**src/common/ex_pkg.sv**
```systemverilog
package ex_pkg;

  // Data word and register file sizes
  localparam int XLEN       = 32;
  localparam int RF_ADDR_W  = 5;
  localparam int CSR_ADDR_W = 12;

  // Iterative multiplier takes one operand slice per step
  localparam int MULT_STEPS   = 4;
  localparam int MULT_SLICE_W = XLEN / MULT_STEPS;
  localparam int MULT_STEP_W  = $clog2(MULT_STEPS);

  // Scratch CSR window, base must stay aligned to the window size
  localparam logic [CSR_ADDR_W-1:0] CSR_SCRATCH_BASE = 12'h340;
  localparam int CSR_SCRATCH_NUM = 4;
  localparam int CSR_IDX_W       = $clog2(CSR_SCRATCH_NUM);

  // ALU operators, the last four are comparisons
  typedef enum logic [3:0] {
    ALU_ADD  = 4'd0,
    ALU_SUB  = 4'd1,
    ALU_AND  = 4'd2,
    ALU_OR   = 4'd3,
    ALU_XOR  = 4'd4,
    ALU_SLL  = 4'd5,
    ALU_SRL  = 4'd6,
    ALU_SRA  = 4'd7,
    ALU_SLT  = 4'd8,
    ALU_SLTU = 4'd9,
    ALU_EQ   = 4'd10,
    ALU_NE   = 4'd11
  } alu_op_e;

  // Low word or unsigned high word of the product
  typedef enum logic {
    MUL_LO = 1'b0,
    MUL_HU = 1'b1
  } mult_op_e;

  typedef enum logic [1:0] {
    CSR_OP_READ  = 2'b00,
    CSR_OP_WRITE = 2'b01,
    CSR_OP_SET   = 2'b10,
    CSR_OP_CLEAR = 2'b11
  } csr_op_e;

  // Multiplier sequencer states
  typedef enum logic [1:0] {
    MS_IDLE = 2'b00,
    MS_RUN  = 2'b01,
    MS_DONE = 2'b10
  } mult_state_e;

endpackage

```
**src/hw/ex_stage/ex_alu.sv**
```systemverilog
`timescale 1ns/1ps

module ex_alu (
  input  logic                    clk,
  input  logic                    rst_n,
  input  logic                    enable_i,
  input  ex_pkg::alu_op_e         operator_i,
  input  logic [ex_pkg::XLEN-1:0] operand_a_i,
  input  logic [ex_pkg::XLEN-1:0] operand_b_i,
  output logic [ex_pkg::XLEN-1:0] result_o,
  output logic                    comparison_result_o,
  output logic                    ready_o
);
  import ex_pkg::*;

  logic                    sub_mode;
  logic [XLEN-1:0]         adder_b;
  logic [XLEN:0]           adder_sum;
  logic                    is_equal;
  logic                    lt_unsigned;
  logic                    lt_signed;
  logic [$clog2(XLEN)-1:0] shamt;

  // Everything except ADD subtracts, compares reuse the subtractor
  assign sub_mode  = (operator_i != ALU_ADD);
  assign adder_b   = sub_mode ? ~operand_b_i : operand_b_i;
  assign adder_sum = {1'b0, operand_a_i} + {1'b0, adder_b} + {{XLEN{1'b0}}, sub_mode};

  // No carry out of a + ~b + 1 means a < b unsigned
  assign lt_unsigned = !adder_sum[XLEN];
  // Differing signs decide by the sign of a
  assign lt_signed   = (operand_a_i[XLEN-1] ^ operand_b_i[XLEN-1]) ?
                       operand_a_i[XLEN-1] : lt_unsigned;
  assign is_equal    = (operand_a_i == operand_b_i);

  assign shamt = operand_b_i[$clog2(XLEN)-1:0];

  // Shared flag for SLT results and branch decisions
  always_comb
  begin
    case (operator_i)
      ALU_EQ:   comparison_result_o = is_equal;
      ALU_NE:   comparison_result_o = !is_equal;
      ALU_SLT:  comparison_result_o = lt_signed;
      ALU_SLTU: comparison_result_o = lt_unsigned;
      default:  comparison_result_o = 1'b0;
    endcase
  end

  always_comb
  begin
    case (operator_i)
      ALU_ADD, ALU_SUB: result_o = adder_sum[XLEN-1:0];
      ALU_AND:          result_o = operand_a_i & operand_b_i;
      ALU_OR:           result_o = operand_a_i | operand_b_i;
      ALU_XOR:          result_o = operand_a_i ^ operand_b_i;
      ALU_SLL:          result_o = operand_a_i << shamt;
      ALU_SRL:          result_o = operand_a_i >> shamt;
      ALU_SRA:          result_o = $unsigned($signed(operand_a_i) >>> shamt);
      // Compares return the flag as a 0 or 1 word
      default:          result_o = {{(XLEN-1){1'b0}}, comparison_result_o};
    endcase
  end

  // Single cycle, never stalls
  assign ready_o = 1'b1;

  a_op_known: assert property (@(posedge clk) disable iff (!rst_n)
    enable_i |-> !$isunknown(operator_i))
    else $error("ALU enabled with unknown operator");

endmodule

```
**src/hw/ex_stage/ex_mult.sv**
```systemverilog
`timescale 1ns/1ps

module ex_mult (
  input  logic                    clk,
  input  logic                    rst_n,
  input  logic                    kill_i,
  input  logic                    enable_i,
  input  ex_pkg::mult_op_e        operator_i,
  input  logic [ex_pkg::XLEN-1:0] op_a_i,
  input  logic [ex_pkg::XLEN-1:0] op_b_i,
  input  logic                    ex_ready_i,
  output logic [ex_pkg::XLEN-1:0] result_o,
  output logic                    ready_o
);
  import ex_pkg::*;

  mult_state_e              state_q;
  logic [MULT_STEP_W-1:0]   step_q;
  logic [MULT_STEP_W-1:0]   slice_idx;
  logic [MULT_SLICE_W-1:0]  b_slice;
  logic [2*XLEN-1:0]        partial;
  logic [2*XLEN-1:0]        acc_base;
  logic [2*XLEN-1:0]        acc_q;

  ////////////////////////////////////////////////////////////////////////////
  // Shift-add datapath
  ////////////////////////////////////////////////////////////////////////////

  // Slice 0 is consumed in the idle cycle that starts the operation
  assign slice_idx = (state_q == MS_IDLE) ? '0 : step_q;
  assign b_slice   = op_b_i[slice_idx*MULT_SLICE_W +: MULT_SLICE_W];
  assign partial   = ({{XLEN{1'b0}}, op_a_i} *
                      {{(2*XLEN-MULT_SLICE_W){1'b0}}, b_slice})
                     << (slice_idx * MULT_SLICE_W);
  // Fresh start from zero when idle
  assign acc_base  = (state_q == MS_IDLE) ? '0 : acc_q;

  always_ff @(posedge clk)
  begin
    // Frozen once done so the result survives back-pressure
    if (state_q != MS_DONE)
    begin
      acc_q <= acc_base + partial;
    end
  end

  ////////////////////////////////////////////////////////////////////////////
  // Sequencer
  ////////////////////////////////////////////////////////////////////////////

  always_ff @(posedge clk or negedge rst_n)
  begin
    if (!rst_n)
    begin
      state_q <= MS_IDLE;
      step_q  <= '0;
    end
    else if (kill_i)
    begin
      // Abort whatever is in flight
      state_q <= MS_IDLE;
    end
    else
    begin
      case (state_q)
        MS_IDLE:
        begin
          if (enable_i)
          begin
            state_q <= MS_RUN;
            step_q  <= MULT_STEP_W'(1);
          end
        end
        MS_RUN:
        begin
          step_q <= step_q + 1'b1;
          if (step_q == MULT_STEP_W'(MULT_STEPS-1))
          begin
            state_q <= MS_DONE;
          end
        end
        MS_DONE:
        begin
          if (ex_ready_i)
          begin
            state_q <= MS_IDLE;
          end
        end
        default: state_q <= MS_IDLE;
      endcase
    end
  end

  // Idle is only ready when no multiply is requested
  assign ready_o  = (state_q == MS_DONE) || ((state_q == MS_IDLE) && !enable_i);
  assign result_o = (operator_i == MUL_HU) ? acc_q[2*XLEN-1:XLEN] : acc_q[XLEN-1:0];

endmodule

```
**src/hw/ex_stage/ex_stage.sv**
```systemverilog
`timescale 1ns/1ps

module ex_stage (
  input  logic                          clk,
  input  logic                          rst_n,
  input  logic                          halt_i,
  input  logic                          kill_i,
  input  logic                          issue_valid_i,
  input  logic                          alu_en_i,
  input  logic                          mult_en_i,
  input  logic                          csr_en_i,
  input  logic                          branch_i,
  input  logic                          rf_we_i,
  input  ex_pkg::alu_op_e               alu_operator_i,
  input  ex_pkg::mult_op_e              mult_operator_i,
  input  ex_pkg::csr_op_e               csr_op_i,
  input  logic [ex_pkg::XLEN-1:0]       operand_a_i,
  input  logic [ex_pkg::XLEN-1:0]       operand_b_i,
  input  logic [ex_pkg::XLEN-1:0]       branch_target_i,
  input  logic [ex_pkg::RF_ADDR_W-1:0]  rf_waddr_i,
  input  logic [ex_pkg::XLEN-1:0]       csr_rdata_i,
  input  logic                          wb_ready_i,
  output logic [ex_pkg::CSR_ADDR_W-1:0] csr_raddr_o,
  output logic                          ex_ready_o,
  output logic                          wb_valid_o,
  output logic                          wb_rf_we_o,
  output logic [ex_pkg::RF_ADDR_W-1:0]  wb_rf_waddr_o,
  output logic [ex_pkg::XLEN-1:0]       wb_rf_wdata_o,
  output logic                          wb_csr_en_o,
  output ex_pkg::csr_op_e               wb_csr_op_o,
  output logic [ex_pkg::CSR_ADDR_W-1:0] wb_csr_addr_o,
  output logic [ex_pkg::XLEN-1:0]       wb_csr_wdata_o,
  output logic                          branch_decision_o,
  output logic [ex_pkg::XLEN-1:0]       branch_target_o
);
  import ex_pkg::*;

  logic [XLEN-1:0] alu_result;
  logic            alu_cmp;
  logic            alu_ready;
  logic [XLEN-1:0] mult_result;
  logic            mult_ready;
  logic            alu_en_g;
  logic            mult_en_g;
  logic            csr_en_g;
  logic            rf_we_g;
  logic            ex_valid;
  logic [XLEN-1:0] rf_wdata;

  // Units only see a live, unkilled instruction
  assign alu_en_g  = alu_en_i  && issue_valid_i && !kill_i;
  assign mult_en_g = mult_en_i && issue_valid_i && !kill_i;
  assign csr_en_g  = csr_en_i  && issue_valid_i && !kill_i;
  assign rf_we_g   = rf_we_i   && issue_valid_i && !kill_i;

  // CSR address rides in the low bits of operand b
  assign csr_raddr_o = operand_b_i[CSR_ADDR_W-1:0];

  // Write-back data select, ALU by default
  always_comb
  begin
    rf_wdata = alu_result;
    if (mult_en_g)
      rf_wdata = mult_result;
    else if (csr_en_g)
      rf_wdata = csr_rdata_i;
  end

  ex_alu alu_i (
    .clk                 (clk),
    .rst_n               (rst_n),
    .enable_i            (alu_en_g),
    .operator_i          (alu_operator_i),
    .operand_a_i         (operand_a_i),
    .operand_b_i         (operand_b_i),
    .result_o            (alu_result),
    .comparison_result_o (alu_cmp),
    .ready_o             (alu_ready)
  );

  ex_mult mult_i (
    .clk        (clk),
    .rst_n      (rst_n),
    .kill_i     (kill_i),
    .enable_i   (mult_en_g),
    .operator_i (mult_operator_i),
    .op_a_i     (operand_a_i),
    .op_b_i     (operand_b_i),
    .ex_ready_i (ex_ready_o),
    .result_o   (mult_result),
    .ready_o    (mult_ready)
  );

  // Branches resolve here and never reach writeback
  assign branch_decision_o = alu_cmp && branch_i && issue_valid_i && !kill_i;
  assign branch_target_o   = branch_target_i;

  ////////////////////////////////////////////////////////////////////////////
  // Handshake and EX/WB register
  ////////////////////////////////////////////////////////////////////////////

  assign ex_valid   = alu_ready && mult_ready && wb_ready_i && issue_valid_i && !kill_i;
  assign ex_ready_o = (alu_ready && mult_ready && wb_ready_i && !halt_i) ||
                      (branch_i && issue_valid_i);

  always_ff @(posedge clk or negedge rst_n)
  begin
    if (!rst_n)
    begin
      wb_valid_o  <= 1'b0;
      wb_rf_we_o  <= 1'b0;
      wb_csr_en_o <= 1'b0;
    end
    else if (ex_valid)
    begin
      wb_valid_o  <= !branch_i;
      wb_rf_we_o  <= rf_we_g && !branch_i;
      wb_csr_en_o <= csr_en_g && !branch_i;
    end
    else if (wb_ready_i)
    begin
      // Writeback drained and nothing new, bubble
      wb_valid_o <= 1'b0;
    end
  end

  always_ff @(posedge clk)
  begin
    if (ex_valid)
    begin
      wb_rf_waddr_o  <= rf_waddr_i;
      wb_rf_wdata_o  <= rf_wdata;
      wb_csr_op_o    <= csr_op_i;
      wb_csr_addr_o  <= csr_raddr_o;
      wb_csr_wdata_o <= operand_a_i;
    end
  end

  a_onehot_en: assert property (@(posedge clk) disable iff (!rst_n)
    $onehot0({alu_en_g, mult_en_g, csr_en_g}))
    else $error("More than one execute unit enabled");

  // A fresh multiply keeps the stage busy for exactly MULT_STEPS cycles
  a_mult_timing: assert property (@(posedge clk) disable iff (!rst_n || kill_i)
    $rose(mult_en_g) |-> (!mult_ready)[*MULT_STEPS] ##1 mult_ready)
    else $error("Multiplier ready timing off");

endmodule

```
**src/hw/csr_scratch.sv**
```systemverilog
`timescale 1ns/1ps

module csr_scratch (
  input  logic                          clk,
  input  logic                          rst_n,
  input  logic [ex_pkg::CSR_ADDR_W-1:0] raddr_i,
  output logic [ex_pkg::XLEN-1:0]       rdata_o,
  input  logic                          we_i,
  input  logic                          wb_valid_i,
  input  logic                          wb_ready_i,
  input  logic [ex_pkg::CSR_ADDR_W-1:0] waddr_i,
  input  ex_pkg::csr_op_e               wop_i,
  input  logic [ex_pkg::XLEN-1:0]       wdata_i
);
  import ex_pkg::*;

  logic [XLEN-1:0]       scratch_q [CSR_SCRATCH_NUM];
  logic [CSR_ADDR_W-1:0] roff;
  logic [CSR_ADDR_W-1:0] woff;
  logic                  rd_hit;
  logic                  wr_fire;
  logic [XLEN-1:0]       wr_old;
  logic [XLEN-1:0]       wr_new;

  // Offsets into the scratch window, out of range wraps high
  assign roff   = raddr_i - CSR_SCRATCH_BASE;
  assign woff   = waddr_i - CSR_SCRATCH_BASE;
  assign rd_hit = (roff < CSR_ADDR_W'(CSR_SCRATCH_NUM));

  // Unmapped addresses read zero
  assign rdata_o = rd_hit ? scratch_q[roff[CSR_IDX_W-1:0]] : '0;

  // Commit only when writeback actually retires the instruction
  assign wr_fire = we_i && wb_valid_i && wb_ready_i && (wop_i != CSR_OP_READ) &&
                   (woff < CSR_ADDR_W'(CSR_SCRATCH_NUM));
  assign wr_old  = scratch_q[woff[CSR_IDX_W-1:0]];

  always_comb
  begin
    case (wop_i)
      CSR_OP_WRITE: wr_new = wdata_i;
      CSR_OP_SET:   wr_new = wr_old | wdata_i;
      CSR_OP_CLEAR: wr_new = wr_old & ~wdata_i;
      default:      wr_new = wr_old;
    endcase
  end

  always_ff @(posedge clk or negedge rst_n)
  begin
    if (!rst_n)
    begin
      for (int i = 0; i < CSR_SCRATCH_NUM; i++)
        scratch_q[i] <= '0;
    end
    else if (wr_fire)
    begin
      scratch_q[woff[CSR_IDX_W-1:0]] <= wr_new;
    end
  end

endmodule

```
**src/hw/ex_top.sv**
```systemverilog
`timescale 1ns/1ps

module ex_top (
  input  logic                         clk,
  input  logic                         rst_n,
  input  logic                         halt_i,
  input  logic                         kill_i,
  input  logic                         issue_valid_i,
  input  logic                         alu_en_i,
  input  logic                         mult_en_i,
  input  logic                         csr_en_i,
  input  logic                         branch_i,
  input  logic                         rf_we_i,
  input  ex_pkg::alu_op_e              alu_operator_i,
  input  ex_pkg::mult_op_e             mult_operator_i,
  input  ex_pkg::csr_op_e              csr_op_i,
  input  logic [ex_pkg::XLEN-1:0]      operand_a_i,
  input  logic [ex_pkg::XLEN-1:0]      operand_b_i,
  input  logic [ex_pkg::XLEN-1:0]      branch_target_i,
  input  logic [ex_pkg::RF_ADDR_W-1:0] rf_waddr_i,
  input  logic                         wb_ready_i,
  output logic                         ex_ready_o,
  output logic                         wb_valid_o,
  output logic                         wb_rf_we_o,
  output logic [ex_pkg::RF_ADDR_W-1:0] wb_rf_waddr_o,
  output logic [ex_pkg::XLEN-1:0]      wb_rf_wdata_o,
  output logic                         branch_decision_o,
  output logic [ex_pkg::XLEN-1:0]      branch_target_o
);
  import ex_pkg::*;

  // Read side in execute, write side at writeback
  logic [CSR_ADDR_W-1:0] csr_raddr;
  logic [XLEN-1:0]       csr_rdata;
  logic                  wb_csr_en;
  csr_op_e               wb_csr_op;
  logic [CSR_ADDR_W-1:0] wb_csr_addr;
  logic [XLEN-1:0]       wb_csr_wdata;

  ex_stage ex_stage_i (
    .clk               (clk),
    .rst_n             (rst_n),
    .halt_i            (halt_i),
    .kill_i            (kill_i),
    .issue_valid_i     (issue_valid_i),
    .alu_en_i          (alu_en_i),
    .mult_en_i         (mult_en_i),
    .csr_en_i          (csr_en_i),
    .branch_i          (branch_i),
    .rf_we_i           (rf_we_i),
    .alu_operator_i    (alu_operator_i),
    .mult_operator_i   (mult_operator_i),
    .csr_op_i          (csr_op_i),
    .operand_a_i       (operand_a_i),
    .operand_b_i       (operand_b_i),
    .branch_target_i   (branch_target_i),
    .rf_waddr_i        (rf_waddr_i),
    .csr_rdata_i       (csr_rdata),
    .wb_ready_i        (wb_ready_i),
    .csr_raddr_o       (csr_raddr),
    .ex_ready_o        (ex_ready_o),
    .wb_valid_o        (wb_valid_o),
    .wb_rf_we_o        (wb_rf_we_o),
    .wb_rf_waddr_o     (wb_rf_waddr_o),
    .wb_rf_wdata_o     (wb_rf_wdata_o),
    .wb_csr_en_o       (wb_csr_en),
    .wb_csr_op_o       (wb_csr_op),
    .wb_csr_addr_o     (wb_csr_addr),
    .wb_csr_wdata_o    (wb_csr_wdata),
    .branch_decision_o (branch_decision_o),
    .branch_target_o   (branch_target_o)
  );

  // Writeback valid and ready qualify the CSR write
  csr_scratch csr_i (
    .clk        (clk),
    .rst_n      (rst_n),
    .raddr_i    (csr_raddr),
    .rdata_o    (csr_rdata),
    .we_i       (wb_csr_en),
    .wb_valid_i (wb_valid_o),
    .wb_ready_i (wb_ready_i),
    .waddr_i    (wb_csr_addr),
    .wop_i      (wb_csr_op),
    .wdata_i    (wb_csr_wdata)
  );

endmodule

```
**config.mk**
```make
export PLATFORM = sky130hd
export DESIGN_NAME = ex_top
export DESIGN_NICKNAME = d
export VERILOG_FILES = /design/src/common/ex_pkg.sv /design/src/hw/ex_stage/ex_alu.sv /design/src/hw/ex_stage/ex_mult.sv /design/src/hw/ex_stage/ex_stage.sv /design/src/hw/csr_scratch.sv /design/src/hw/ex_top.sv
export SDC_FILE = /design/constraint.sdc
export NUM_CORES = 2
export LEC_CHECK = 0
export BUFFER_PORTS_ARGS = -buffer_cell sky130_fd_sc_hd__buf_2
export CORE_MARGIN = 5
export CORE_UTILIZATION = 45
export CTS_CLUSTER_DIAMETER = 100
export DETAILED_ROUTE_END_ITERATION = 16
export PLACE_DENSITY = 0.64
export SYNTH_ARGS = -nofsm -noshare
export SYNTH_HDL_FRONTEND = slang
export SYNTH_SLANG_ARGS = --single-unit
export TNS_END_PERCENT = 10
```
**constraint.sdc**
```tcl
create_clock -name clk -period 10.8 [get_ports clk]
set_input_delay 0.54 -clock clk [delete_from_list [all_inputs] [get_ports clk]]
set_output_delay 0.54 -clock clk [all_outputs]
set_load 0.02 [all_outputs]
```
; ---- After elaboration in Yosys (flattened, before gate mapping)
; Cells that the tools add are included.
[op_classes]
shifts = 5
multipliers = 1
reduce_logical = 39
n_addsub = 6
n_mux = 28
eq_ne = 23
n_lt_le_gt_ge = 5
bitwise = 11
[ops]
columns = operator, n
row1 = two-way mux 32 bit, 10
row2 = case mux 32 bit (7 select lines), 1
row3 = binary-select mux 32 bit (select 2 bit), 2
row4 = bitwise mux 128 bit, 1
row5 = case mux 32 bit (3 select lines), 1
row6 = adder 64 bit, 1
row7 = AND 32 bit, 2
row8 = demux 32 bit (select 2 bit), 1
row9 = two-way mux 64 bit, 1
row10 = NOT 32 bit, 2
row11 = OR 32 bit, 2
row12 = << shifter 40 x 5 -> 64 bit, 1
row13 = multiplier 32 x 8 -> 40 bit, 1
row14 = adder 32 x 32 -> 33 bit, 1
row15 = adder 33 x 1 -> 33 bit, 1
row16 = == test 32 bit, 1
row17 = variable part select 32 x 6 -> 8 bit, 1
row18 = << shifter 32 x 5 -> 32 bit, 1
row19 = >> shifter 32 x 5 -> 32 bit, 1
row20 = >>> shifter 32 x 5 -> 32 bit, 1
row21 = bitwise XOR 32 bit, 1
row22 = "less-than comparator 12 x 3 -> 1 bit, second input constant", 2
row23 = "subtractor 12 x 10 -> 12 bit, second input constant", 2
row24 = logical AND 1 bit, 22
row25 = other kinds (27), 58
[word_totals]
inputBits = 119
output_inout_bits = 73
regBits = 282

; ---- Logic depth before layout (Yosys ltp)
[depth]
ltp_word = 11
mapped_depth = 40
mapped_depth_nobuf = 35

; ---- By module
; Synthesis repeated with hierarchy kept, for this count alone.
[unflattened]
hier_cells = 3817
hier_area_um2 = 35190.0
[modules_own_cells]
columns = module, cells_each, n_inst, area_each_um2, seq_area_each_um2
row1 = ex_mult, 1948, 1, 16191.8, 2021.9
row2 = ex_alu, 1065, 1, 7763.7, 0.0
row3 = csr_scratch, 577, 1, 7511.0, 3203.1
row4 = ex_stage, 227, 1, 3723.6, 2567.5

; ---- Worst setup path before layout
; OpenSTA, ideal clock, no wires.
[synth_timing]
kind = input-to-reg
from = input operand_b_i[0] (netlist name)
to = register ex_stage_i.mult_i.acc_q[62] (data pin)
t_required_ps = 10542
setup_time_ps = 258
n_path_buf = 8
arrival_time_ps = 8440
path_slack_ps = 2103
stages = 35
path_cell_list = buf_2 > buf_4 > buf_2 > buf_2 > buf_2 > buf_2 > nand2_1 > a31oi_1 > clkbuf_1 > nand2_1 > fa_1 > inv_1 > fa_1 > fa_1 > ha_1 > and3_1 > and3_1 > nand3_1 > o211ai_1 > nor2_1 > o21ai_0 > xor2_1 > mux2i_1 > mux2i_1 > ha_1 > clkbuf_1 > and4_1 > and3_1 > o2111ai_1 > a211o_1 > o41ai_4 > a21oi_2 > o41ai_1 > a21oi_1 > xnor2_1
[synth_via]
elab_chain_cells = 4
[synth_lines]
columns = item, line
row1 = start: declaration, ex_top.sv:18  ; input logic [ex_pkg::XLEN-1:0] operand_b_i,
row2 = variable part select 32 x 6 -> 8 bit, ex_mult.sv:31  ; assign b_slice = op_b_i[slice_idx*MULT_SLICE_W +: MULT_SLICE_W];
row3 = multiplier 32 x 8 -> 40 bit, ex_mult.sv:32  ; assign partial = ({{XLEN{1'b0}}, op_a_i} *
row4 = << shifter 40 x 5 -> 64 bit, ex_mult.sv:32
row5 = adder 64 bit, ex_mult.sv:43  ; acc_q <= acc_base + partial;
row6 = end signal: assignment, ex_mult.sv:43
row7 = end: declaration, ex_mult.sv:23  ; logic [2*XLEN-1:0] acc_q;
; Every way passes these cells.
; A chain may end at the register's enable or synchronous reset.

; ---- Worst setup path in the final report
[layout_timing]
from = register ex_stage_i.mult_i.state_q[0]
to = register ex_stage_i.mult_i.acc_q[62] (data pin)
[layout_via]
elab_chain_cells = 6
[layout_lines]
columns = item, line
row1 = start: declaration, ex_mult.sv:17  ; mult_state_e state_q;
row2 = start signal: assignment, ex_mult.sv:55  ; state_q <= MS_IDLE;
row3 = start signal: assignment, ex_mult.sv:61  ; state_q <= MS_IDLE;
row4 = start signal: assignment, ex_mult.sv:70  ; state_q <= MS_RUN;
row5 = zero test 2 bit *, "ex_mult.sv:30, ex_mult.sv:36"
row6 = two-way mux 2 bit, ex_mult.sv:30  ; assign slice_idx = (state_q == MS_IDLE) ? '0 : step_q;
row7 = variable part select 32 x 6 -> 8 bit, ex_mult.sv:31
row8 = multiplier 32 x 8 -> 40 bit, ex_mult.sv:32
row9 = << shifter 40 x 5 -> 64 bit, ex_mult.sv:32
row10 = adder 64 bit *, ex_mult.sv:43
; Mark *: on every way between the ends. The rest lies on a longest branch, timed or not.

==> impl_metrics.csv <==
group,metric,value,unit
status,status,"complete, no violations",
yosys,synth_top_family_by_area,"adder cells",
yosys,synth_compound_area_share,16.4,%
die,die_w,282,um
route,routed_wl,121000,um
worst_hold_path,min_path_type,"in -> reg",
finish,syn2layout_area_growth,6.92,%
grt,grt_pass1_wl,179000,um
worst_setup_path,path_class,"reg -> reg",
cts,cts_hold_buf,1,
timing,finalWorstSetupSlack,0.820,ns
route,vias,28755,
route,routedWlPerCell,26.9,um
run,cap_violations,0,
timing,clock.fmax,100,MHz
grt,grt_start_max_net_pins,77,
yosys,syn_avg_cell_area,9.40,sq um
cts,clk_pin_slew,0.07,ns
placed_design,post-place-ws,1.06,ns
yosys,synth_adder_area_share,19.2,%
yosys,ys_seq_elements,282,
timing,post-route-period-util,92.4,%
cts,clk_latency,0.60,ns
worst_setup_path,slowest_delay,0.81,ns
worst_setup_path,crit_arrival,10.32,ns
die,start_util,45.5,%
worst_setup_path,setup.worst_path.end_class,"flop",
die,die_y,282,um
timing,worst_pin_slew,1.11,ns
timing,tns,0,ns
die,ios,192,
yosys,synthMuxAreaShare,15.7,%
yosys,synth_xor_area_share,3.76,%
cts,cts_buffers,30,
route,first_iter_violations,3334,
cts,cts_sinks,282,
cts,cts_resized,0,
cts,htree_num_levels,1,
cts,cts_max_path_buffers,3,
finish,layout.nets,4024,
die,rows,99,
worst_setup_path,worstPathRequired,11.14,ns
timing,fin_skew,0.0206,ns
yosys,synth-seq-area-share,23.4,%
placed_design,place_congestion,1.06,
yosys,syn_nets,4066,
grt,grt_overflow,0,
timing,maxSlewViolCount,0,
timing,rsz0062_at_grt,"false",
yosys,synth-async-reset-ratio,47.9,%
grt,grt_pass1_vias,27963,
finish,drive_above_1_share,15.4,%
timing,relSlewSlack,25.8,%
route,drcViolationCount,0,
die,fp.coreArea,73200,sq um
grt,grt_use_total,29.6,%
worst_setup_path,crit_fanout,32,
yosys,yosys.area_share.simple,15.0,%
timing,min_period,9.98,ns
worst_setup_path,startpoint_type,"flop",
placed_design,portBuffers,126,
yosys,yosys.cell_types.count,88,
timing,whs,0.118,ns
route,vias_per_cell,6.40,
yosys,synthFlopType,"edfxtp_1",
die,die-area,79600,sq um
worst_setup_path,rrSetupSlack,0.82,ns
finish,fill_cells,6912,
cts,cts_tree,"yes",
grt,antenna_found_initial,9,
placed_design,place.detailed.hpwl,89700,um
route,first_pass_iters,6,
cts,postCtsSetupBuffers,0,
yosys,ys_warn_count,0,
cts,cts_root_buffer,"clkbuf_16",
yosys,synthCells,3545,
worst_setup_path,slowest_stage,"dfrtp_1",
timing,finalHoldViolCount,0,
route,antenna_left,0,
yosys,synth_enable_flop_cells,147,
timing,setup_viol,0,
yosys,netlist_area,33300,sq um
[metrics by stage]
step	std cells	cell area [sq um]	util [%]
2_1_floorplan	3545	33300	-
3_3_place_gp	4429	34600	47.3
3_5_place_dp	4429	34600	47.3
4_1_cts	4486	35600	48.6
5_1_grt	4487	35600	48.7
6_report	4490	35600	48.7
[metal layers]
layer	up-vias	wire length [um]	global-route usage (%)
met1	14329	48100	39.6
met2	1491	52900	45.9
li1	12584	-	-
met4	12	8280	15.5
met5	-	90	0
met3	339	11400	5.79
[layout by cell type, fill, tap and decap left out, drive strengths merged, types with 90 or more instances in the layout]
cell type    n
mux2       142
o21ai      190
a21oi      202
buf        188
mux4       122
mux2i       90
xnor2       98
fa         182
nor2       233
dfrtp      135
edfxtp     147
inv        275
nand2      244
ha         220
and2       215
[layout make-up]
cell class                 instances  area (sq um)  share of cell area (%)
antenna                            4          10.0                  0.0281
multi-input combinational       2725         23500                    65.9
timing repair buffer             189          1120                    3.15
tap                              959          1200                    3.37
sequential                       282          7790                    21.9
clock buffer                      47           897                    2.52
inverter                         275          1030                    2.90
clock inverter                     9          81.3                   0.228
[synth_stat cells (122+ instances only)]
| master | count | area [sq um] |
|---|---|---|
| o21ai_0 | 167 | 836 |
| nor2_1 | 233 | 875 |
| edfxtp_1 | 147 | 4410 |
| inv_1 | 273 | 1020 |
| dfrtp_1 | 135 | 3380 |
| fa_1 | 182 | 3640 |
| and2_1 | 215 | 1350 |
| clkbuf_1 | 195 | 732 |
| mux4_2 | 122 | 2750 |
| mux2_2 | 142 | 1600 |
| a21oi_1 | 201 | 1010 |
| ha_1 | 220 | 2750 |
| nand2_1 | 244 | 916 |
[worst paths after layout]
| kind | startpoint | endpoint | cells past startpoint |
|---|---|---|---|
| max in group asynchronous | rst_n | csr_i.scratch_q[47]$_DFFE_PN0P_ | 3 |
| min in group asynchronous | rst_n | ex_stage_i.wb_csr_en_o$_DFFE_PN0P_ | 2 |
| setup / recovery | ex_stage_i.mult_i.state_q[0]$_DFFE_PN0P_ | ex_stage_i.mult_i.acc_q[62]$_DFFE_PP_ | 35 |
| hold reg to reg | ex_stage_i.wb_csr_en_o$_DFFE_PN0P_ | ex_stage_i.wb_csr_en_o$_DFFE_PN0P_ | 2 |
| setup reg to reg | ex_stage_i.mult_i.state_q[0]$_DFFE_PN0P_ | ex_stage_i.mult_i.acc_q[62]$_DFFE_PP_ | 35 |
| hold / removal | rf_waddr_i[0] | ex_stage_i.wb_rf_waddr_o[0]$_DFFE_PP_ | 1 |
[critical path, delay by kind of cell, from the launching register on]
family / cells / cell delay (ns)
XOR/XNOR: 2 / 0.61
flip-flops: 1 / 0.81
AO/OA/AOI/OAI: 17 / 4.04
adder cells (fa/ha/maj): 6 / 2.77
AND/OR/NAND/NOR: 5 / 0.85
buffers and inverters: 5 / 0.60
[state kept, by name, summed over array words and instances (netlist names)]
register	flops
ex_stage_i.mult_i.state_q	2
ex_stage_i.wb_valid_o	1
ex_stage_i.mult_i.step_q	2
ex_stage_i.wb_csr_op_o	2
ex_stage_i.wb_csr_en_o	1
ex_stage_i.wb_csr_addr_o	12
csr_i.scratch_q	128
ex_stage_i.wb_rf_we_o	1
ex_stage_i.mult_i.acc_q	64
ex_stage_i.wb_rf_wdata_o	32
ex_stage_i.wb_rf_waddr_o	5
ex_stage_i.wb_csr_wdata_o	32
[logic make-up (layout without fill, tap and decap cells)]
kind of cell,count (synthesis),in the layout
and+or+nand+nor,996,996
AOI/OAI and AO/OA,830,830
DFF,282,282
other,0,4
xor gates and xnor gates,143,143
buffers and inverters,538,520
adders and majority gates,402,402
muxes,354,354
Power is not shown: default switching activity piles up to over one toggle a cycle in this logic, so the estimate is an artifact.
